===== src/copper_bus_pkg.sv =====
package copper_bus_pkg;

    // host register select
    typedef enum logic [1:0] {
        CTRL = 2'd0,
        ADDR = 2'd1,
        DATA = 2'd2
    } host_sel_e;

    // run enable position inside the CTRL register
    localparam int CTRL_RUN_BIT = 0;

    // host write data, same width as a program word
    typedef logic [15:0] host_data_t;

    // single-cycle host write
    typedef struct packed {
        logic       wr;
        host_sel_e  sel;
        host_data_t data;
    } host_wr_t;

    // beam counter value, used for hpos and vpos
    typedef logic [11:0] beam_pos_t;

    // display register bank
    localparam int DISP_REG_COUNT = 16;
    typedef logic [3:0]  disp_addr_t;
    typedef logic [15:0] disp_word_t;

    // one register write issued by the executor
    typedef struct packed {
        logic       wr;
        disp_addr_t addr;
        disp_word_t data;
    } disp_wr_t;

endpackage


===== src/copper_disp_regs.sv =====
module copper_disp_regs (
    input  logic                        clk,
    input  logic                        rst_n_i,
    input  copper_bus_pkg::disp_wr_t    disp_wr_i,
    input  copper_bus_pkg::disp_addr_t  rd_addr_i,
    output copper_bus_pkg::disp_word_t  rd_data_o
);

    // display control registers
    copper_bus_pkg::disp_word_t regs_q [copper_bus_pkg::DISP_REG_COUNT];

    // written only by copper moves
    always_ff @(posedge clk or negedge rst_n_i) begin
        if (!rst_n_i) begin
            for (int i = 0; i < copper_bus_pkg::DISP_REG_COUNT; i++) begin
                regs_q[i] <= '0;
            end
        end else if (disp_wr_i.wr) begin
            regs_q[disp_wr_i.addr] <= disp_wr_i.data;
        end
    end

    // host readback is combinational
    // a move is visible right after its write edge
    assign rd_data_o = regs_q[rd_addr_i];

endmodule


===== config.mk =====
export PLATFORM = sky130hd
export DESIGN_NAME = copper_disp_regs
export DESIGN_NICKNAME = d
export VERILOG_FILES = /design/src/copper_bus_pkg.sv /design/src/copper_disp_regs.sv
export SDC_FILE = /design/constraint.sdc
export NUM_CORES = 1
export LEC_CHECK = 0
export BUFFER_PORTS_ARGS = -buffer_cell sky130_fd_sc_hd__buf_2
export CORE_MARGIN = 2
export CORE_UTILIZATION = 60
export CTS_CLUSTER_DIAMETER = 30
export CTS_CLUSTER_SIZE = 25
export DETAILED_ROUTE_END_ITERATION = 10
export PLACE_DENSITY = 0.88
export REMOVE_ABC_BUFFERS = 1
export SLEW_MARGIN = 5
export SYNTH_ARGS = -nofsm -noshare
export SYNTH_HDL_FRONTEND = slang
export SYNTH_SLANG_ARGS = --single-unit

===== constraint.sdc =====
create_clock -name clk -period 4.15 [get_ports clk]
set_input_delay 1.245 -clock clk [delete_from_list [all_inputs] [get_ports clk]]
set_output_delay 1.245 -clock clk [all_outputs]
set_load 0.005 [all_outputs]

==> run summary <==
Yosys reg bits: 256
skew final: 0 ns
Worst-Margin Slew: 1.22 ns
post-route insts no fill: 1066
R2R setup slack: 3.33 ns
die width: 143 um
Max stage delay on crit path: 0.91 ns
hold_buf cts: 0
synth unique cells: 24
Final HPWL DP: 15800 um
Hold Crit Class: reg2reg
Flop pwr share: 0.395
Hold Vio Cnt, Final: 0
nets: 796
synth-to-layout area growth: 19.0%
Crit path depth: 5
Relative slew margins: 0.186
status: finished clean
pwr dens: 628 nW/um^2
clk root buf: clkbuf_16
crit-path most repeated cell: buf_2
CTS sink count: 256
first-pass GRT wire length: 45500 um
number of DRC markers in iteration 0: 525
PnR worst setup slack: 0.0887 ns
Critical Path Fanout Max: 16
Worst Path Buf+Inv: 2
site row count: 50
FMAX: 246 MHz
Placed Cells: 981
initial core utilization: 0.616
layout cells sized above 1: 0.607
vias in the first global route: 7713
CTS tree: yes
cells on worst reg2reg path: 1
Top delay family on crit path: simple AND/OR/NAND/NOR gates
Final Cycle Share: 0.979
vias post-DR: 6900
Internal: 6.52 mW
die height: 143 um
WL per Instance: 27.4 um
IO buf count: 42
CP required: 2.90 ns
synthesized area: 11600 sq um
Worst Path Arrival: 2.82 ns
final slew viol count: 0
Setup crit end: rd_data_o[5]
Max rail drop VDD: 0.452 mV
vias per cell: 6.47
FF-to-FF Start: regs_q[217]$_DFFE_PN0P_
full die area: 20500 sq um
final setup TNS: 0 ns
Clock Power Share: 0.459
antenna-violating nets left: 0
Pre-antenna DRT Iters: 5
DP Worst Slack: 0.108 ns
final setup fails: 0
P_sw: 2.15 mW
crit path kind: in2out
CP Launch Point: rd_addr_i[3]
CP max-delay cell: and2_1
Clock Path Buffers: 3
Tmin final: 4.06 ns
max cap viols: 0
Num CTS Buffers: 46
Syn Inst Count: 712
Largest regs: regs_q x256
largest net degree at the start of global routing: 85
floorplan core area: 18800 sq um
number of diodes: 0
initial antenna violation count: 0
Setup Buffers After CTS: 0
Reg with most FFs: regs_q
P_leak: 6.02 nW
Avg Cell Area, Syn: 16.3 sq um
worst skew pair latency: 0.53 ns
total grt overflow: 0
clk slew on worst S/H paths: 0.05 ns
gpl congestion: 0.822
CP endpoint kind: output port
Sw Share: 0.248
crit-path cells: buf_2 > and2_1 > a22oi_1 > nand2_1 > buf_2
crit start category: input port
io pins: 43
Fillers: 1070
H-tree depth: 2
RR Endpoint: regs_q[217]$_DFFE_PN0P_
Post-Route WL: 29200 um
Logic pwr share: 0.146
synth warn: 0
number of flip-flops in the largest register: 256
gr usage total: 0.303
Resize count post-CTS: 0
DR DRC count: 0
sequential share of the synthesized area: 0.552
RSZ-0062 raised after global routing: false
## how the worst min path moves through the flow
| stage | startpoint | to | slack, ns | cells past startpoint |
|---|---|---|---|---|
| after floorplan | regs_q[208]$_DFFE_PN0P_ | regs_q[208]$_DFFE_PN0P_ | 0.47 | 1 |
| after global placement | regs_q[223]$_DFFE_PN0P_ | regs_q[223]$_DFFE_PN0P_ | 0.48 | 1 |
| after detailed placement | regs_q[209]$_DFFE_PN0P_ | regs_q[209]$_DFFE_PN0P_ | 0.49 | 1 |
| after CTS | regs_q[128]$_DFFE_PN0P_ | regs_q[128]$_DFFE_PN0P_ | 0.50 | 1 |
| after global routing | regs_q[246]$_DFFE_PN0P_ | regs_q[246]$_DFFE_PN0P_ | 0.51 | 1 |
| final | regs_q[45]$_DFFE_PN0P_ | regs_q[45]$_DFFE_PN0P_ | 0.50 | 1 |
## stage by stage
step	total power [mW]	area, sq um	utilization	hold slack (ns)
floorplan	4.19	11300	-	0.474
global placement	4.51	12100	0.645	0.482
detailed placement	4.66	12100	0.645	0.491
CTS	8.71	13800	0.733	0.503
global route	8.96	13800	0.733	0.511
finish	8.68	13800	0.733	0.502
## synth_stat cells (all sizes together)
cell type / n / area, sq um
a22oi: 32 / 240
mux4: 64 / 1440
nor2: 7 / 36.3
dfrtp: 256 / 6410
nand3b: 2 / 15.0
mux2: 256 / 2920
nand2b: 3 / 33.8
nor3: 6 / 60.1
buf: 32 / 211
nand3: 2 / 10.0
or4: 1 / 11.3
and2: 1 / 6.26
clkbuf: 27 / 101
or3: 2 / 12.5
nor4: 1 / 21.3
nand2: 18 / 67.6
nor2b: 2 / 12.5
## area by class of cell
class	count	area, sq um	area share
clock buffers	53	1240	0.0896
well taps	260	325	0.0236
flip-flops and latches	256	6410	0.464
repair buffers	68	480	0.0348
multi-input cells	397	4930	0.357
clock inverters	32	428	0.0310
## power groups by stage
stage          clock, mW  combinational, mW  sequential, mW
6_report            3.98               1.27            3.43
5_1_grt             4.13               1.36            3.47
4_1_cts             4.01               1.28            3.42
3_5_place_dp           0               1.24            3.42
3_3_place_gp           0               1.17            3.34
2_1_floorplan          0              0.898            3.29
## kinds of logic (layout without fill, tap and decap cells)
family                 after synthesis  after routing  share of synthesized area
muxes                              320            320                      0.376
DFF                                256            256                      0.552
buffers and inverters               59            153                     0.0269
and+or+nand+nor                     45             45                     0.0247
AOI/OAI and AO/OA                   32             32                     0.0207
## routing by layer
| metal | GRT usage | vias to the layer above | routed length [um] |
|---|---|---|---|
| met5 | 0 | - | 0 |
| met4 | 0.138 | 0 | 1120 |
| met2 | 0.490 | 313 | 14700 |
| met3 | 0.0711 | 90 | 1950 |
| met1 | 0.393 | 3698 | 11500 |
| li1 | - | 2799 | - |
## layout by cell type, fill, tap and decap left out
cell / Yosys / final
a22oi_1: 32 / 32
and2_1: 1 / 1
buf_12: 1 / 5
buf_2: 18 / 40
buf_4: 6 / 22
buf_8: 0 / 1
bufinv_16: 0 / 8
clkbuf_1: 27 / 1
clkbuf_16: 0 / 46
clkbuf_8: 0 / 6
clkinv_2: 0 / 7
clkinv_4: 0 / 5
clkinv_8: 0 / 1
clkinvlp_4: 0 / 5
dfrtp_1: 256 / 256
inv_6: 0 / 5
inv_8: 0 / 1
mux2_2: 246 / 246
mux2_4: 10 / 10
mux4_2: 64 / 64
nand2_1: 18 / 18
nand2b_1: 1 / 1
nand2b_4: 2 / 2
nand3_1: 2 / 2
nand3b_1: 2 / 2
nor2_1: 3 / 1
nor2_2: 4 / 6
nor2b_1: 2 / 1
nor2b_2: 0 / 1
nor3_4: 0 / 6
nor4_4: 1 / 1
or3_1: 2 / 2
or4_4: 1 / 1
Note: power is estimated with default switching activity, not from simulation.
