`src/copper_isa_pkg.sv`:
```
package copper_isa_pkg;

    // field widths of a copper instruction word
    localparam int COPP_WORD_W    = 16;
    localparam int COPP_OP_W      = 4;
    localparam int COPP_OPERAND_W = COPP_WORD_W - COPP_OP_W;
    // a MOVE names its target in the low bits of the operand
    localparam int COPP_REG_W     = 4;

    // one program word as stored in program memory
    typedef logic [COPP_WORD_W-1:0] copp_word_t;

    // operand field below the opcode nibble
    typedef logic [COPP_OPERAND_W-1:0] copp_operand_t;

    // opcode in the top nibble
    // codes not listed here execute as a no-op
    typedef enum logic [COPP_OP_W-1:0] {
        WAIT_H = 4'd1,
        WAIT_V = 4'd2,
        MOVE   = 4'd4,
        JUMP   = 4'd8
    } copp_op_e;

    // decoded view of a program word
    typedef struct packed {
        copp_op_e      op;
        copp_operand_t operand;
    } copp_instr_t;

    // wait on vpos 4095, never reached by the beam
    // so this parks the program until the next frame start
    localparam copp_word_t COPP_HALT_WORD = 16'h2FFF;

endpackage

```
`src/copper_bus_pkg.sv`:
```
package copper_bus_pkg;

    // host register select
    typedef enum logic [1:0] {
        CTRL = 2'd0,
        ADDR = 2'd1,
        DATA = 2'd2
    } host_sel_e;

    // run enable position inside the CTRL register
    localparam int CTRL_RUN_BIT = 0;

    // host write data, same width as a program word
    typedef logic [15:0] host_data_t;

    // single-cycle host write
    typedef struct packed {
        logic       wr;
        host_sel_e  sel;
        host_data_t data;
    } host_wr_t;

    // beam counter value, used for hpos and vpos
    typedef logic [11:0] beam_pos_t;

    // display register bank
    localparam int DISP_REG_COUNT = 16;
    typedef logic [3:0]  disp_addr_t;
    typedef logic [15:0] disp_word_t;

    // one register write issued by the executor
    typedef struct packed {
        logic       wr;
        disp_addr_t addr;
        disp_word_t data;
    } disp_wr_t;

endpackage

```
`src/copper_host_port.sv`:
```
module copper_host_port #(
    parameter int PROG_AWIDTH = 10
) (
    input  logic                        clk,
    input  logic                        rst_n_i,
    input  copper_bus_pkg::host_wr_t    host_i,
    output logic                        mem_wr_en_o,
    output logic [PROG_AWIDTH-1:0]      mem_wr_addr_o,
    output copper_isa_pkg::copp_word_t  mem_wr_data_o,
    output logic                        run_en_o
);

    typedef logic [PROG_AWIDTH-1:0] ptr_t;

    logic ctrl_wr;
    logic addr_wr;
    logic data_wr;
    logic run_q;
    logic wr_en_q;
    ptr_t wr_ptr_q;
    copper_isa_pkg::copp_word_t wr_data_q;

    // host strobe split per register
    assign ctrl_wr = host_i.wr && (host_i.sel == copper_bus_pkg::CTRL);
    assign addr_wr = host_i.wr && (host_i.sel == copper_bus_pkg::ADDR);
    assign data_wr = host_i.wr && (host_i.sel == copper_bus_pkg::DATA);

    always_ff @(posedge clk or negedge rst_n_i) begin
        if (!rst_n_i) begin
            run_q    <= 1'b0;
            wr_en_q  <= 1'b0;
            wr_ptr_q <= '0;
        end else begin
            // memory write goes out one edge after the DATA strobe
            wr_en_q <= data_wr;
            // an ADDR write overrides the pending increment
            if (addr_wr) begin
                wr_ptr_q <= ptr_t'(host_i.data);
            end else if (wr_en_q) begin
                // bump together with the memory write, wraps at memory size
                wr_ptr_q <= wr_ptr_q + 1'b1;
            end
            if (ctrl_wr) begin
                run_q <= host_i.data[copper_bus_pkg::CTRL_RUN_BIT];
            end
        end
    end

    // write data only
    always_ff @(posedge clk) begin
        if (data_wr) begin
            wr_data_q <= host_i.data;
        end
    end

    // pointer feeds the memory directly so back-to-back DATA writes
    // land on consecutive words
    assign mem_wr_en_o   = wr_en_q;
    assign mem_wr_addr_o = wr_ptr_q;
    assign mem_wr_data_o = wr_data_q;
    assign run_en_o      = run_q;

endmodule

```
`config.mk`:
```
export PLATFORM = sky130hd
export DESIGN_NAME = copper_host_port
export DESIGN_NICKNAME = d
export VERILOG_FILES = /design/src/copper_isa_pkg.sv /design/src/copper_bus_pkg.sv /design/src/copper_host_port.sv
export SDC_FILE = /design/constraint.sdc
export NUM_CORES = 1
export LEC_CHECK = 0
export CORE_ASPECT_RATIO = 1.2
export CORE_MARGIN = 2
export CORE_UTILIZATION = 59
export DETAILED_ROUTE_END_ITERATION = 10
export DONT_BUFFER_PORTS = 1
export GPL_ROUTABILITY_DRIVEN = 0
export PLACE_DENSITY = 0.71
export SETUP_SLACK_MARGIN = 0.05
export SLEW_MARGIN = 40
export SYNTH_ARGS = -nofsm -noshare
export SYNTH_HDL_FRONTEND = slang
export SYNTH_SLANG_ARGS = --single-unit
```
`constraint.sdc`:
```
create_clock -name clk -period 1.79 [get_ports clk]
set_clock_uncertainty 0.15 [all_clocks]
set_input_delay 0.0895 -clock clk [delete_from_list [all_inputs] [get_ports clk]]
set_output_delay 0.0895 -clock clk [all_outputs]
set_load 0.01 [all_outputs]
```
==> report_table.html <==
<table>
<tr><th>Metric</th><th>Value</th></tr>
<tr><th colspan="2">Global routing</th></tr>
<tr><td>Overflow left after global routing</td><td>0</td></tr>
<tr><td>GRT Total Usage</td><td>18.32%</td></tr>
<tr><td>First-pass GRT wire length</td><td>2946 um</td></tr>
<tr><td>Via count of the first global-routing pass</td><td>682</td></tr>
<tr><td>Initial antenna violation count</td><td>0</td></tr>
<tr><td>Pin count of the biggest net entering global routing</td><td>16</td></tr>
<tr><th colspan="2">Floorplanning</th></tr>
<tr><td>Standard cell core area</td><td>1808 sq um</td></tr>
<tr><td>Starting utilization of the core area</td><td>60.97%</td></tr>
<tr><td>Die span in x</td><td>43.46 um</td></tr>
<tr><td>I/O pin count</td><td>49</td></tr>
<tr><td>Number of rows created at floorplan</td><td>17</td></tr>
<tr><td>Full die area</td><td>2231 sq um</td></tr>
<tr><td>Overall die height</td><td>51.35 um</td></tr>
<tr><th colspan="2">CTS</th></tr>
<tr><td>Buffer type at the clock tree root</td><td>sky130_fd_sc_hd__clkbuf_4</td></tr>
<tr><td>Clock buffer count from CTS</td><td>3</td></tr>
<tr><td>Sinks on the clock net</td><td>28</td></tr>
<tr><td>Clock tree from TritonCTS</td><td>built</td></tr>
<tr><td>H-Tree Depth</td><td>1</td></tr>
<tr><td>Buffers inserted by post-CTS timing repair</td><td>0</td></tr>
<tr><td>Bufs on Longest Clock Path</td><td>2</td></tr>
<tr><td>Clock-pin slew reported for the worst setup and hold paths after clock tree synthesis</td><td>0.13 ns</td></tr>
<tr><td>Clk_lat worst skew</td><td>0.31 ns</td></tr>
<tr><th colspan="2">Cells and area</th></tr>
<tr><td>Layout cell share with drive strength beyond 1</td><td>9.434%</td></tr>
<tr><td>Fill count</td><td>127</td></tr>
<tr><td>Inserted Diodes</td><td>0</td></tr>
<tr><td>Total number of nets in the final design</td><td>129</td></tr>
<tr><td>Area grow syn2layout</td><td>25.20%</td></tr>
<tr><th colspan="2">Logic synthesis</th></tr>
<tr><td>Number of warnings issued by yosys</td><td>0</td></tr>
<tr><td>Post-synthesis sequential area ratio</td><td>70.83%</td></tr>
<tr><td>Share of Yosys cell area claimed by the top area cell type</td><td>43.59%</td></tr>
<tr><td>Instance count of the mapped netlist</td><td>81</td></tr>
<tr><td>Cell area after technology mapping</td><td>1102 sq um</td></tr>
<tr><td>Net count after synthesis</td><td>103</td></tr>
<tr><td>Netlist cell types</td><td>20</td></tr>
<tr><td>#FFs+latches synth</td><td>28</td></tr>
<tr><td>Synth area leaders</td><td>sky130_fd_sc_hd__edfxtp_1 44%, sky130_fd_sc_hd__dfrtp_1 27%, sky130_fd_sc_hd__xnor2_1 4.8%, sky130_fd_sc_hd__a21oi_1 4.5%, sky130_fd_sc_hd__nor2_1 4.1%</td></tr>
<tr><td>Library cell occupying the most area in the post-synthesis netlist</td><td>sky130_fd_sc_hd__edfxtp_1</td></tr>
<tr><td>Avg Inst Size Synth</td><td>13.61 sq um</td></tr>
<tr><th colspan="2">Timing</th></tr>
<tr><td>Min Clock Period, post-route</td><td>1.600 ns</td></tr>
<tr><td>Setup TNS Final</td><td>0 ns</td></tr>
<tr><td>Worst-margin pin slew</td><td>0.5270 ns</td></tr>
<tr><td>Final hold viol count</td><td>0</td></tr>
<tr><td>Pins Over Slew Limit</td><td>0</td></tr>
<tr><td>Number of setup violations in the final report</td><td>0</td></tr>
<tr><td>Unrepaired setup endpoints after global routing</td><td>no</td></tr>
<tr><td>Share of the cycle needed by the critical path after routing</td><td>89.38%</td></tr>
<tr><td>Worst slew margin relative to its limit</td><td>64.75%</td></tr>
<tr><td>Upper clock frequency limit</td><td>625.0 MHz</td></tr>
<tr><th colspan="2">Pwr</th></tr>
<tr><td>Overall power consumption</td><td>1.485 mW</td></tr>
<tr><td>Static Leak</td><td>0.4972 nW</td></tr>
<tr><td>Maximum VDD drop</td><td>0.8402 mV</td></tr>
<tr><td>Power per unit of standard cell area</td><td>1076 nW/um^2</td></tr>
<tr><th colspan="2">Worst setup path</th></tr>
<tr><td>Req. time, crit path</td><td>1.89 ns</td></tr>
<tr><td>CP arrival</td><td>1.70 ns</td></tr>
<tr><td>Type of element capturing the critical path</td><td>flop</td></tr>
<tr><td>Sort of element at the start of the critical path</td><td>input port</td></tr>
<tr><td>Critical path fanouts, max</td><td>5</td></tr>
<tr><td>Setup CP Type</td><td>input port to flop</td></tr>
<tr><th colspan="2">Placed design</th></tr>
<tr><td>Count of buffers inserted at the top-level ports</td><td>0</td></tr>
<tr><td>Final HPWL DP</td><td>1240 um</td></tr>
<tr><th colspan="2">Detailed routing</th></tr>
<tr><td>First-pass detailed-route iteration total</td><td>3</td></tr>
<tr><td>Vias</td><td>688</td></tr>
<tr><td>Avg Vias per Cell</td><td>5.504</td></tr>
<tr><td>Final routed DRC violation total</td><td>0</td></tr>
<tr><td>WL/cell</td><td>14.48 um</td></tr>
<tr><td>Routed Antenna Nets</td><td>0</td></tr>
<tr><td>Final Routed Wirelength</td><td>1810 um</td></tr>
<tr><td>Initial detailed-routing violation count</td><td>3</td></tr>
<tr><th colspan="2">Job</th></tr>
<tr><td>Number of violations of the max-capacitance limit</td><td>0</td></tr>
<tr><th colspan="2">Run status</th></tr>
<tr><td>Status</td><td>complete, no violations</td></tr>
<tr><th colspan="2">Worst hold path</th></tr>
<tr><td>Path category of the worst min-delay check</td><td>input port to asynchronous set/reset pin</td></tr>
</table>
final timing paths:
path | cells past startpoint | slack, ns | from | endpoint
setup / recovery | 4 | 0.19 | host_i[17] | mem_wr_addr_o[3]
hold reg to reg | 1 | 0.46 | run_en_o | run_en_o
hold / removal | 1 | 0.02 | rst_n_i | mem_wr_addr_o[7]
max in group asynchronous | 1 | 1.12 | rst_n_i | mem_wr_addr_o[3]
min in group clk | 1 | 0.24 | host_i[15] | mem_wr_data_o[15]
setup reg to reg | 5 | 0.33 | mem_wr_addr_o[0] | mem_wr_addr_o[8]
metal layers:
metal	global-route usage (%)	up-vias	part of all wire, %
met2	31.84	30	52
met5	0	-	0
met4	10.61	0	1.9
met3	4.240	4	5.5
met1	20.05	318	40
li1	-	336	-
where the power goes:
| part | internal [mW] | switching, mW |
|---|---|---|
| combinational | 0.135 | 0.106 |
| sequential | 0.781 | 0.174 |
| clock | 0.124 | 0.166 |
cell usage in the layout, fill, tap and decap left out, types with 2 or more instances in the layout:
cell / instances
sky130_fd_sc_hd__a21oi_1: 10
sky130_fd_sc_hd__nand3_1: 3
sky130_fd_sc_hd__dlygate4sd3_1: 21
sky130_fd_sc_hd__edfxtp_1: 16
sky130_fd_sc_hd__nand4_1: 3
sky130_fd_sc_hd__nor3_1: 2
sky130_fd_sc_hd__nand2_1: 3
sky130_fd_sc_hd__xor2_1: 3
sky130_fd_sc_hd__xnor2_1: 6
sky130_fd_sc_hd__buf_4: 3
sky130_fd_sc_hd__dfrtp_1: 12
sky130_fd_sc_hd__nor2_1: 12
sky130_fd_sc_hd__clkbuf_4: 3
state kept, by name (all words and copies together) (netlist names):
register and count:
mem_wr_data_o 16, mem_wr_addr_o 10, mem_wr_en_o 1, run_en_o 1
cells in the mapped netlist, drive strengths merged:
master  number
xnor2        6
nor3b        1
dfrtp       12
buf          1
nand4        3
nor2        12
ha           1
mux2i        1
and3b        1
mux2         1
xor2         3
edfxtp      16
nand2        3
a21oi       10
nand3b       1
nand3        4
clkbuf       2
nor3         3
critical path: stages:
cell and delay, ns:
sky130_fd_sc_hd__dlygate4sd3_1 0.56, sky130_fd_sc_hd__nand3b_1 0.25, sky130_fd_sc_hd__dlygate4sd3_1 0.65, sky130_fd_sc_hd__a21oi_1 0.14
cell families (layout without fill, tap and decap cells):
logic type | after synthesis | in the layout | synth area share [%]
XOR/XNOR | 9 | 9 | 7.151
flip-flops | 28 | 28 | 70.83
adder cells (fa/ha/maj) | 1 | 1 | 1.135
AND/OR/NAND/NOR | 28 | 28 | 13.05
buffers and inverters | 3 | 28 | 1.363
AO/OA/AOI/OAI | 10 | 10 | 4.540
multiplexers | 2 | 2 | 1.930
cell type report:
type                       instances  area (sq um)  area share, %
tap                               19         23.77          1.723
clock buffer                       4         36.28          2.629
sequential                        28         780.7          56.57
timing repair buffer              24         232.7          16.86
multi-input combinational         50         306.5          22.21
metrics by stage:
stage / hold WS (ns) / std cells / util [%] / cell area [sq um] / worst slack (ns)
after CTS: 0.03419 / 125 / 76.33 / 1380 / 0.1975
after detailed placement: -0.3557 / 100 / 62.70 / 1134 / 0.3320
after global routing: 0.06884 / 125 / 76.33 / 1380 / 0.1238
after global placement: -0.3557 / 100 / 62.70 / 1134 / 0.3695
after floorplan: -0.3561 / 81 / - / 1102 / 0.4253
final: 0.01824 / 125 / 76.33 / 1380 / 0.1900
repair_timing:
item | CTS | global route
gates resized for setup | 0 | 0
endpoints found under the hold margin | 40 | 0
hold buffers | 21 | 0
Power figures use the tool's default switching activity.
