<file path="src/copper_isa_pkg.sv">
package copper_isa_pkg;

    // field widths of a copper instruction word
    localparam int COPP_WORD_W    = 16;
    localparam int COPP_OP_W      = 4;
    localparam int COPP_OPERAND_W = COPP_WORD_W - COPP_OP_W;
    // a MOVE names its target in the low bits of the operand
    localparam int COPP_REG_W     = 4;

    // one program word as stored in program memory
    typedef logic [COPP_WORD_W-1:0] copp_word_t;

    // operand field below the opcode nibble
    typedef logic [COPP_OPERAND_W-1:0] copp_operand_t;

    // opcode in the top nibble
    // codes not listed here execute as a no-op
    typedef enum logic [COPP_OP_W-1:0] {
        WAIT_H = 4'd1,
        WAIT_V = 4'd2,
        MOVE   = 4'd4,
        JUMP   = 4'd8
    } copp_op_e;

    // decoded view of a program word
    typedef struct packed {
        copp_op_e      op;
        copp_operand_t operand;
    } copp_instr_t;

    // wait on vpos 4095, never reached by the beam
    // so this parks the program until the next frame start
    localparam copp_word_t COPP_HALT_WORD = 16'h2FFF;

endpackage

</file>
<file path="src/copper_bus_pkg.sv">
package copper_bus_pkg;

    // host register select
    typedef enum logic [1:0] {
        CTRL = 2'd0,
        ADDR = 2'd1,
        DATA = 2'd2
    } host_sel_e;

    // run enable position inside the CTRL register
    localparam int CTRL_RUN_BIT = 0;

    // host write data, same width as a program word
    typedef logic [15:0] host_data_t;

    // single-cycle host write
    typedef struct packed {
        logic       wr;
        host_sel_e  sel;
        host_data_t data;
    } host_wr_t;

    // beam counter value, used for hpos and vpos
    typedef logic [11:0] beam_pos_t;

    // display register bank
    localparam int DISP_REG_COUNT = 16;
    typedef logic [3:0]  disp_addr_t;
    typedef logic [15:0] disp_word_t;

    // one register write issued by the executor
    typedef struct packed {
        logic       wr;
        disp_addr_t addr;
        disp_word_t data;
    } disp_wr_t;

endpackage

</file>
<file path="src/copper_exec.sv">
module copper_exec #(
    parameter int PROG_AWIDTH = 10
) (
    input  logic                        clk,
    input  logic                        rst_n_i,
    input  logic                        run_en_i,
    input  logic                        frame_start_i,
    input  copper_bus_pkg::beam_pos_t   vpos_i,
    input  copper_bus_pkg::beam_pos_t   hpos_i,
    output logic [PROG_AWIDTH-1:0]      mem_rd_addr_o,
    input  copper_isa_pkg::copp_word_t  mem_rd_data_i,
    output copper_bus_pkg::disp_wr_t    disp_wr_o
);

    typedef logic [PROG_AWIDTH-1:0] pc_t;

    typedef enum logic [2:0] {
        IDLE,
        FETCH,
        DECODE,
        WAIT_BEAM,
        MOVE_DATA,
        MOVE_WRITE
    } exec_state_e;

    exec_state_e state_q;
    exec_state_e state_d;
    pc_t pc_q;
    copper_isa_pkg::copp_instr_t instr;
    copper_isa_pkg::copp_operand_t operand_q;
    logic wait_vert_q;
    logic beam_hit;
    logic restart;
    logic wr_strobe_q;
    copper_bus_pkg::disp_addr_t wr_addr_q;
    copper_bus_pkg::disp_word_t wr_data_q;

    // memory output is only meaningful as an instruction in DECODE
    assign instr = copper_isa_pkg::copp_instr_t'(mem_rd_data_i);

    // run level is sampled only at frame start
    assign restart = frame_start_i && run_en_i;

    // wait is done once the beam is at or past the operand
    assign beam_hit = wait_vert_q ? (vpos_i >= operand_q) : (hpos_i >= operand_q);

    // pc addresses the instruction in FETCH and the data word in DECODE
    assign mem_rd_addr_o = pc_q;

    always_comb begin
        state_d = state_q;
        if (frame_start_i) begin
            // frame start aborts whatever is in flight
            state_d = run_en_i ? FETCH : IDLE;
        end else begin
            case (state_q)
                IDLE: begin
                    state_d = IDLE;
                end
                FETCH: begin
                    state_d = DECODE;
                end
                DECODE: begin
                    case (instr.op)
                        copper_isa_pkg::WAIT_H,
                        copper_isa_pkg::WAIT_V: state_d = WAIT_BEAM;
                        copper_isa_pkg::MOVE:   state_d = MOVE_DATA;
                        // jump and no-op go straight to the next fetch
                        default:                state_d = FETCH;
                    endcase
                end
                WAIT_BEAM: begin
                    if (beam_hit) begin
                        state_d = FETCH;
                    end
                end
                MOVE_DATA: begin
                    state_d = MOVE_WRITE;
                end
                MOVE_WRITE: begin
                    state_d = FETCH;
                end
                default: begin
                    state_d = IDLE;
                end
            endcase
        end
    end

    always_ff @(posedge clk or negedge rst_n_i) begin
        if (!rst_n_i) begin
            state_q     <= IDLE;
            pc_q        <= '0;
            wr_strobe_q <= 1'b0;
        end else begin
            state_q     <= state_d;
            // one pulse per MOVE, in the cycle after the data word
            wr_strobe_q <= (state_d == MOVE_WRITE);
            if (restart) begin
                pc_q <= '0;
            end else if (state_q == FETCH) begin
                pc_q <= pc_q + 1'b1;
            end else if (state_q == DECODE) begin
                if (instr.op == copper_isa_pkg::JUMP) begin
                    // target truncated to the program address width
                    pc_q <= pc_t'(instr.operand);
                end else if (instr.op == copper_isa_pkg::MOVE) begin
                    // step over the data word
                    pc_q <= pc_q + 1'b1;
                end
            end
        end
    end

    // operand and move payload
    always_ff @(posedge clk) begin
        if (state_q == DECODE) begin
            operand_q   <= instr.operand;
            wait_vert_q <= (instr.op == copper_isa_pkg::WAIT_V);
            wr_addr_q   <= instr.operand[copper_isa_pkg::COPP_REG_W-1:0];
        end
        if (state_q == MOVE_DATA) begin
            wr_data_q <= mem_rd_data_i;
        end
    end

    assign disp_wr_o = '{wr: wr_strobe_q, addr: wr_addr_q, data: wr_data_q};

endmodule

</file>
<file path="config.mk">
export PLATFORM = sky130hd
export DESIGN_NAME = copper_exec
export DESIGN_NICKNAME = d
export VERILOG_FILES = /design/src/copper_isa_pkg.sv /design/src/copper_bus_pkg.sv /design/src/copper_exec.sv
export SDC_FILE = /design/constraint.sdc
export NUM_CORES = 1
export LEC_CHECK = 0
export BUFFER_PORTS_ARGS = -buffer_cell sky130_fd_sc_hd__clkbuf_2
export CAP_MARGIN = 30
export CORE_AREA = 2 2 70 72
export DETAILED_ROUTE_END_ITERATION = 10
export DIE_AREA = 0 0 72 74
export PLACE_DENSITY = 0.83
export SETUP_SLACK_MARGIN = 0.5
export SYNTH_ARGS = -nofsm -noshare
export SYNTH_HDL_FRONTEND = slang
export SYNTH_SLANG_ARGS = --single-unit
export TNS_END_PERCENT = 5
</file>
<file path="constraint.sdc">
create_clock -name clk -period 4.89 [get_ports clk]
set_clock_uncertainty 0.05 [all_clocks]
set_input_delay 0.489 -clock clk [delete_from_list [all_inputs] [get_ports clk]]
set_output_delay 0.489 -clock clk [all_outputs]
set_load 0.02 [all_outputs]
</file>
==> results of run 1 <==
state kept, by name, indices dropped and copies added, names as in the netlist:
name           count
wr_data_q         16
operand_q         12
mem_rd_addr_o     10
state_q            3
wait_vert_q        1
wr_strobe_q        1
cell families after synthesis:
family | share of synthesized area [%]
AND/OR/NAND/NOR | 15.1
adder cells (fa/ha/maj) | 13.3
flip-flops | 50.1
AO/OA/AOI/OAI | 15.0
XOR/XNOR | 0.718
buffers and inverters | 5.75
through the flow:
stage          util, %  area (µm²)
2_1_floorplan        -        2440
6_report          63.7        2930
5_1_grt           63.7        2930
4_1_cts           63.7        2930
3_5_place_dp      60.8        2800
3_3_place_gp      60.8        2800
routing by layer:
layer / part of all wire [%] / track usage (%) / routed length (µm)
met1: 41 / 24.6 / 2080
met2: 51 / 32.8 / 2580
met3: 6.0 / 4.20 / 304
met4: 1.9 / 6.50 / 95
met5: 0 / 0 / 0
worst min-delay path by stage:
stage / start / end / slack (ns) / cells after the start
6_report: rst_n_i / mem_rd_addr_o[9] / 0.05 / 1
3_3_place_gp: rst_n_i / mem_rd_addr_o[0] / 0.36 / 1
2_1_floorplan: rst_n_i / mem_rd_addr_o[0] / 0.14 / 0
4_1_cts: rst_n_i / mem_rd_addr_o[3] / 0.06 / 1
3_5_place_dp: rst_n_i / mem_rd_addr_o[3] / 0.37 / 1
5_1_grt: rst_n_i / mem_rd_addr_o[3] / 0.06 / 1
cells in the mapped netlist, types with 3 or more instances:
cell type,instances
edfxtp_1,29
nand2_1,27
ha_1,26
a21oi_1,16
inv_1,16
dfrtp_1,14
nor2_1,10
o21ai_0,9
buf_4,5
o32ai_1,5
nand3_1,4
nand4_1,4
nor2b_1,4
a21o_1,3
and3_1,3
clkbuf_1,3
nor3_1,3
nor4b_1,3
o31a_1,3
cell usage in the layout, fill, tap and decap left out, types with 3 or more instances in the layout:
cell type / n
a21o_1: 3
a21oi_1: 16
and3_1: 3
clkbuf_2: 74
clkbuf_8: 5
dfrtp_1: 14
edfxtp_1: 29
ha_1: 26
inv_1: 16
nand2_1: 27
nand3_1: 4
nand4_1: 4
nor2_1: 10
nor2b_1: 4
nor3_1: 3
nor4b_1: 3
o21ai_0: 9
o31a_1: 3
o32ai_1: 5
cell type report:
type | count | area (µm²)
clock buffers | 6 | 72.6
clock inverters | 2 | 60.1
fillers | 382 | 1670
inverters | 16 | 60.1
multi-input cells | 150 | 1080
flip-flops and latches | 43 | 1220
well taps | 54 | 67.6
repair buffers | 74 | 370
report_power, final:
group / total, mW / leakage [nW] / internal (mW) / switching [mW]
combinational: 0.103 / 0.818 / 0.0424 / 0.0607
sequential: 0.409 / 0.454 / 0.399 / 0.00978
clock: 0.317 / 0.0654 / 0.204 / 0.113
total: 0.828 / 1.34 / 0.645 / 0.183
critical path: stages, from the launching register on:
cell and delay (ns):
dfrtp_1 0.43, or3b_1 0.48, o41a_1 0.58, nor3_1 0.27, a21oi_1 0.07, a21oi_1 0.14
==> summary.md, run 1 <==
| Metric | Value |
|---|---|
| Worst setup path startpoint | `state_q[2]` |
| GRT overflow | `0` |
| Crit path time final | `2.10 ns` |
| Worst-Margin Slew | `0.709 ns` |
| Max Slew Vio Count | `0` |
| Critical path class | `reg -> reg` |
| Initial antenna violation count | `0` |
| Power Total | `0.828 mW` |
| Yosys reg bits | `43` |
| Top cell type's share of synthesized area | `35.7%` |
| Clock Latency Late Sink | `0.28 ns` |
| Max_slew headroom | `52.8%` |
| Drt drc | `0` |
| Hold buffers post-CTS | `0` |
| IO Pins | `75` |
| Min-Delay Path Class | `in -> async` |
| Largest net degree at the start of global routing | `21` |
| WL final | `5.06 mm` |
| Resize count post-CTS | `0` |
| Synthesized area per cell | `11.0 µm²` |
| Pleak | `1.34 nW` |
| Final Cycle Share | `42.9%` |
| RePlAce Congestion | `0.914` |
| Vias per cell | `5.63` |
| Setup tns final | `0 ns` |
| Via count | `1944` |
| Worst Path Arrival | `2.26 ns` |
| Num CTS Buffers | `5` |
| Dpl cells | `337` |
| Setup crit end kind | `flop` |
| Area grow syn2layout | `20.1%` |
| Share of cells above drive strength 1 | `29.2%` |
| Final setup fails | `0` |
| DP HPWL | `3.92 mm` |
| Port Buffers | `74` |
| Initial Utilization | `53.0%` |
| Syn_nets | `291` |
| Row cnt | `25` |
| Clk pin slew, worst setup/hold paths | `0.08 ns` |
| Worst hold slack | `0.0461 ns` |
| Worst r2r src | `state_q[2]` |
| DIE WIDTH | `72 µm` |
| Sink Count | `43` |
| Ys async rst share | `32.6%` |
| ANT nets after route | `0` |
| Total Nets Final | `360` |
| Critical Path RT | `5.05 ns` |
| RSZ-0062 raised after global routing | `no` |
| H-tree levels | `2` |
| Vias in the first global route | `1784` |
| Pwr per Cell Area | `283 nW/µm²` |
| DR iter-0 viols | `95` |
| Core box area | `4600 µm²` |
| Die height | `74 µm` |
| Netlist Area Pre-Place | `2440 µm²` |
| N_diodes | `0` |
| CP Max Fanout | `12` |
| Number of flops mapped to enable cells by yosys | `29` |
| Peak Freq | `477 MHz` |
| Synth area leaders | `edfxtp_1 (36%), dfrtp_1 (14%), ha_1 (13%)` |
| Critical path startpoint category | `flop` |
| Max-cap violations | `0` |
| GRT Overall Usage | `19.2%` |
| First-pass GRT wire length | `7.89 mm` |
| Die area | `5330 µm²` |
| Status | `finished clean` |
| Leading register cell type out of synthesis | `edfxtp_1` |
| Distinct cells, synth | `45` |
| Fin cells | `345` |
| DRT Pass-1 Iters | `5` |
| Wire per inst | `14.7 µm` |
| R2r worst-path depth | `5` |
| Final WS setup | `2.79 ns` |
| Peak supply drop | `199 µV` |
| CTS tree | `yes` |
| Area leader, netlist | `edfxtp_1` |
| Post-synthesis sequential area ratio | `50.1%` |
| Worst Setup EP | `mem_rd_addr_o[0]` |
| Hold Vio Cnt, Final | `0` |
| Syn. warnings | `0` |
| DP Worst Slack | `2.72 ns` |
| CTS root buf | `clkbuf_8` |
| Gate Count Post-Synth | `221` |
| Reg2Reg Setup Slack | `2.79 ns` |
| Post-CTS setup buffer count | `0` |
| Clk buf depth | `2` |
| FF-to-FF End | `mem_rd_addr_o[0]` |
No activity file was read; power rests on OpenSTA's default activity.
==> run 2: changes to the inputs <==
--- a/config.mk
+++ b/config.mk
@@ -7,10 +7,10 @@
 export LEC_CHECK = 0
 export BUFFER_PORTS_ARGS = -buffer_cell sky130_fd_sc_hd__clkbuf_2
 export CAP_MARGIN = 30
-export CORE_AREA = 2 2 70 72
+export CORE_AREA = 2 2 73 75
 export DETAILED_ROUTE_END_ITERATION = 10
-export DIE_AREA = 0 0 72 74
-export PLACE_DENSITY = 0.83
+export DIE_AREA = 0 0 75 77
+export PLACE_DENSITY = 0.77
 export SETUP_SLACK_MARGIN = 0.5
 export SYNTH_ARGS = -nofsm -noshare
 export SYNTH_HDL_FRONTEND = slang
==> constraint.sdc (replaced) <==
create_clock -name clk -period 2.09 [get_ports clk]
set_clock_uncertainty 0.05 [all_clocks]
set_input_delay 0.209 -clock clk [delete_from_list [all_inputs] [get_ports clk]]
set_output_delay 0.209 -clock clk [all_outputs]
set_load 0.02 [all_outputs]
==> summary.md, run 2 (same netlist as run 1, synthesis figures left out) <==
| Metric | Value |
|---|---|
| Status | `finished clean` |
| Max Slew Vio Count | `0` |
| Commonest non-fill, non-tap cell in the layout | `clkbuf_2` |
| GRT Overall Usage | `20.6%` |
| Initial antenna violation count | `0` |
| WL final | `5.71 mm` |
| Vias per cell | `5.46` |
| Worst Path Arrival | `2.01 ns` |
| DP HPWL | `4.13 mm` |
| Drt drc | `0` |
| H-tree levels | `2` |
| Area of the multi-input gates | `1130 µm²` |
| Final Cycle Share | `89.3%` |
| DR iter-0 viols | `78` |
| Initial Utilization | `49.0%` |
| Die area | `5780 µm²` |
| Hold path startpoint | `mem_rd_data_i[11]` |
| DP Worst Slack | `0.101 ns` |
| Sink Count | `43` |
| Most frequent cells in the layout | `clkbuf_2 (74), edfxtp_1 (29), nand2_1 (27), ha_1 (26)` |
| Critical Path RT | `2.23 ns` |
| Placed cell areas | `2840 µm²` |
| Power Total | `1.73 mW` |
| RSZ-0062 raised after global routing | `yes` |
| Via count | `2022` |
| Critical path class | `reg -> reg` |
| Vias in the first global route | `1932` |
| Clock Latency Late Sink | `0.29 ns` |
| Pwr per Cell Area | `576 nW/µm²` |
| Setup tns final | `0 ns` |
| GRT overflow | `0` |
| Port Buffers | `74` |
| Core box area | `4980 µm²` |
| Worst-path cell chain | `or3b_4, and4b_4, o31a_1, o32ai_1` |
| Max_slew headroom | `65.3%` |
| CTS root buf | `clkbuf_8` |
| Fillers | `407` |
| Final core occ | `60.5%` |
| Largest net degree at the start of global routing | `15` |
| Final WS setup | `0.225 ns` |
| Crit path time final | `1.87 ns` |
| N_diodes | `0` |
| Finished Cell Area | `3010 µm²` |
| Critical path startpoint category | `flop` |
| Total Nets Final | `369` |
| Fin cells | `370` |
| Wire per inst | `15.4 µm` |
| Delay of the slowest critical-path stage | `0.49 ns` |
| Clk pin slew, worst setup/hold paths | `0.08 ns` |
| Dpl cells | `356` |
| Worst r2r src | `state_q[2]` |
| Setup crit end kind | `flop` |
| Peak Freq | `536 MHz` |
| Worst-Margin Slew | `0.517 ns` |
| Row cnt | `26` |
| Final setup fails | `0` |
| Max reg flops | `16` |
| Clk buf depth | `2` |
| Biggest register | `wr_data_q` |
| First-pass GRT wire length | `9.17 mm` |
| RePlAce Congestion | `0.833` |
| Peak supply drop | `368 µV` |
| Min-Delay Path Class | `in -> reg` |
| Sequential Area | `1220 µm²` |
| CP Max Fanout | `10` |
| Worst hold slack | `0.0576 ns` |
| Critical path's slowest cell | `or3b_4` |
| Pleak | `1.36 nW` |
| ANT nets after route | `0` |
| Num CTS Buffers | `5` |
| CTS tree | `yes` |
| Die height | `77 µm` |
| Share of cells above drive strength 1 | `33.7%` |
| IO Pins | `75` |
| Worst setup path startpoint | `state_q[2]` |
| Max-cap violations | `0` |
| Area grow syn2layout | `23.4%` |
| DIE WIDTH | `75 µm` |
| DRT Pass-1 Iters | `5` |
| Hold Vio Cnt, Final | `0` |
-- run 2: cell type report --
class                   count  share of cell area [%]
well taps                  70                    2.91
repair buffers             81                    14.1
flip-flops and latches     43                    40.7
multi-input cells         152                    37.4
inverters                  16                    2.00
clock inverters             2                   0.416
clock buffers               6                    2.41
-- run 2: timing repair --
| action | in CTS | in global routing |
|---|---|---|
| buffers inserted | 1 | 2 |
| hold endpoints to repair | 14 | 0 |
| hold buffers | 1 | 0 |
| resized for setup | 4 | 6 |
| cloned | 2 | 0 |
| setup endpoints to repair | 11 | 21 |
| pin swaps | 3 | 4 |
-- run 2: critical path, delay by kind of cell (launching register included) --
family | cells | cell delay [ns]
flip-flops | 1 | 0.44
AO/OA/AOI/OAI | 2 | 0.52
AND/OR/NAND/NOR | 2 | 0.76
-- run 2: metal layers --
layer / track usage [%] / vias to the layer above / wire length, µm / part of all wire [%]
met5: 0 / - / 0 / 0
met4: 7.86 / 0 / 97 / 1.7
met3: 3.02 / 11 / 361 / 6.3
met2: 34.2 / 97 / 2920 / 51
met1: 26.5 / 924 / 2330 / 41
li1: - / 990 / - / -
-- run 2: final timing paths --
check	endpoint	slack [ns]	cells past startpoint
setup / recovery	mem_rd_addr_o[4]	0.22	4
hold / removal	wr_data_q[11]	0.06	1
setup reg to reg	mem_rd_addr_o[4]	0.22	4
hold reg to reg	mem_rd_addr_o[9]	0.48	1
max in group asynchronous	state_q[2]	1.39	2
min in group asynchronous	mem_rd_addr_o[1]	0.30	2
-- run 2: power by group --
group          switching [mW]  internal, mW  total (mW)
combinational           0.155         0.111       0.266
sequential             0.0206         0.934       0.954
clock                   0.279         0.234       0.513
total                   0.455          1.28        1.73
==> run 3: changes to the inputs <==
--- a/config.mk
+++ b/config.mk
@@ -7,10 +7,12 @@
 export LEC_CHECK = 0
 export BUFFER_PORTS_ARGS = -buffer_cell sky130_fd_sc_hd__clkbuf_2
 export CAP_MARGIN = 30
-export CORE_AREA = 2 2 73 75
+export CELL_PAD_IN_SITES_DETAIL_PLACEMENT = 1
+export CELL_PAD_IN_SITES_GLOBAL_PLACEMENT = 1
+export CORE_AREA = 2 2 83 85
 export DETAILED_ROUTE_END_ITERATION = 10
-export DIE_AREA = 0 0 75 77
-export PLACE_DENSITY = 0.77
+export DIE_AREA = 0 0 85 87
+export PLACE_DENSITY_LB_ADDON = 0.1
 export SETUP_SLACK_MARGIN = 0.5
 export SYNTH_ARGS = -nofsm -noshare
 export SYNTH_HDL_FRONTEND = slang
==> summary.md, run 3 (same netlist as run 1, synthesis figures left out) <==
| Metric | Value |
|---|---|
| Crit path time final | `1.85 ns` |
| Final core occ | `46.0%` |
| CP Max Fanout | `10` |
| Die area | `7400 µm²` |
| Commonest non-fill, non-tap cell in the layout | `clkbuf_2` |
| Worst hold slack | `0.0581 ns` |
| Top Layer Used | `met4` |
| DP Worst Slack | `0.00449 ns` |
| GRT overflow | `0` |
| GRT Overall Usage | `17.9%` |
| DIE WIDTH | `85 µm` |
| Placed cell areas | `2850 µm²` |
| Max Slew Vio Count | `0` |
| Via count | `2010` |
| Pwr per Cell Area | `580 nW/µm²` |
| Drt drc | `0` |
| Min-Delay Path Class | `in -> reg` |
| Biggest register | `wr_data_q` |
| CTS tree | `yes` |
| Wire per inst | `17.0 µm` |
| Critical path startpoint category | `flop` |
| Port Buffers | `74` |
| Final WS setup | `0.236 ns` |
| First-pass GRT wire length | `10.4 mm` |
| Met2 routed WL | `3.12 mm` |
| Peak Freq | `540 MHz` |
| Status | `finished clean` |
| Share of cells above drive strength 1 | `33.1%` |
| CTS root buf | `clkbuf_8` |
| Setup crit end kind | `flop` |
| Worst Path Arrival | `2.00 ns` |
| Critical path class | `reg -> reg` |
| Total Nets Final | `368` |
| Clock Latency Late Sink | `0.30 ns` |
| H-tree levels | `2` |
| IO Pins | `75` |
| ANT nets after route | `0` |
| Fin cells | `379` |
| Pleak | `1.37 nW` |
| Num CTS Buffers | `5` |
| Initial antenna violation count | `0` |
| RePlAce Congestion | `0.777` |
| Peak supply drop | `234 µV` |
| Initial Utilization | `37.1%` |
| Setup tns final | `0 ns` |
| Final Cycle Share | `88.7%` |
| Worst-Margin Slew | `0.654 ns` |
| Largest net degree at the start of global routing | `17` |
| Max_slew headroom | `56.1%` |
| Die height | `87 µm` |
| DP HPWL | `4.76 mm` |
| N_diodes | `0` |
| Critical Path RT | `2.24 ns` |
| Most frequent cells in the layout | `clkbuf_2 (74), edfxtp_1 (29), nand2_1 (27), ha_1 (26)` |
| R2r worst-path depth | `4` |
| Clk pin slew, worst setup/hold paths | `0.09 ns` |
| Final setup fails | `0` |
| Worst r2r src | `state_q[1]` |
| Power Total | `1.75 mW` |
| DR iter-0 viols | `70` |
| DRT met1 WL | `2.90 mm` |
| WHS Path Cells | `1` |
| Row cnt | `30` |
| Sink Count | `43` |
| DRT Pass-1 Iters | `4` |
| RSZ-0062 raised after global routing | `yes` |
| Finished Cell Area | `3020 µm²` |
| Worst setup path startpoint | `state_q[1]` |
| Clk buf depth | `2` |
| Core box area | `6570 µm²` |
| Vias per cell | `5.30` |
| Met3 WL post-DR | `338 µm` |
| Max-cap violations | `0` |
| Hold path startpoint | `mem_rd_data_i[10]` |
| Hold Vio Cnt, Final | `0` |
| Max reg flops | `16` |
| Vias in the first global route | `2016` |
| Area grow syn2layout | `24.0%` |
| Dpl cells | `366` |
| WL final | `6.44 mm` |
-- run 3: changes by cell type in the layout (fill, tap and decap cells not counted), sizes merged --
cell,change
buf,-1
-- run 3: repair_timing --
| item | CTS | global route |
|---|---|---|
| endpoints found under the hold margin | 14 | 0 |
| cloned | 2 | 0 |
| hold buffers | 1 | 0 |
| resized for setup | 7 | 4 |
| pin swaps | 3 | 1 |
| setup buffers | 1 | 1 |
| setup endpoints to repair | 24 | 25 |
-- run 3: path summary, 6_finish.rpt --
check                                    to  slack, ns
hold reg to reg            mem_rd_addr_o[9]       0.50
max in group asynchronous        state_q[2]       1.40
setup / recovery           mem_rd_addr_o[3]       0.24
hold / removal                wr_data_q[10]       0.06
setup reg to reg           mem_rd_addr_o[3]       0.24
min in group asynchronous  mem_rd_addr_o[2]       0.29
-- run 3: report_power, final --
group / leakage, nW / internal, mW / switching [mW]
registers: 0.451 / 0.933 / 0.0213
clock network: 0.0412 / 0.234 / 0.294
logic: 0.877 / 0.113 / 0.159
total: 1.37 / 1.28 / 0.474
-- run 3: worst max-delay path, stage by stage (launching register included) --
cell and delay [ns]:
dfrtp_2 0.45, or3b_4 0.44, and4b_4 0.26, o31a_1 0.30, o32ai_1 0.25
-- run 3: layer usage --
metal	vias up	global-route usage, %
met5	-	0
met4	0	5.05
met3	6	2.84
met2	55	30.0
met1	968	24.1
li1	981	-
-- run 3: layout make-up --
class	count	area, µm²
fill	764	3550
sequential	43	1220
multi-input combinational	152	1140
timing repair buffer	80	418
tap	80	100
clock buffer	6	72.6
inverter	16	60.1
clock inverter	2	12.5
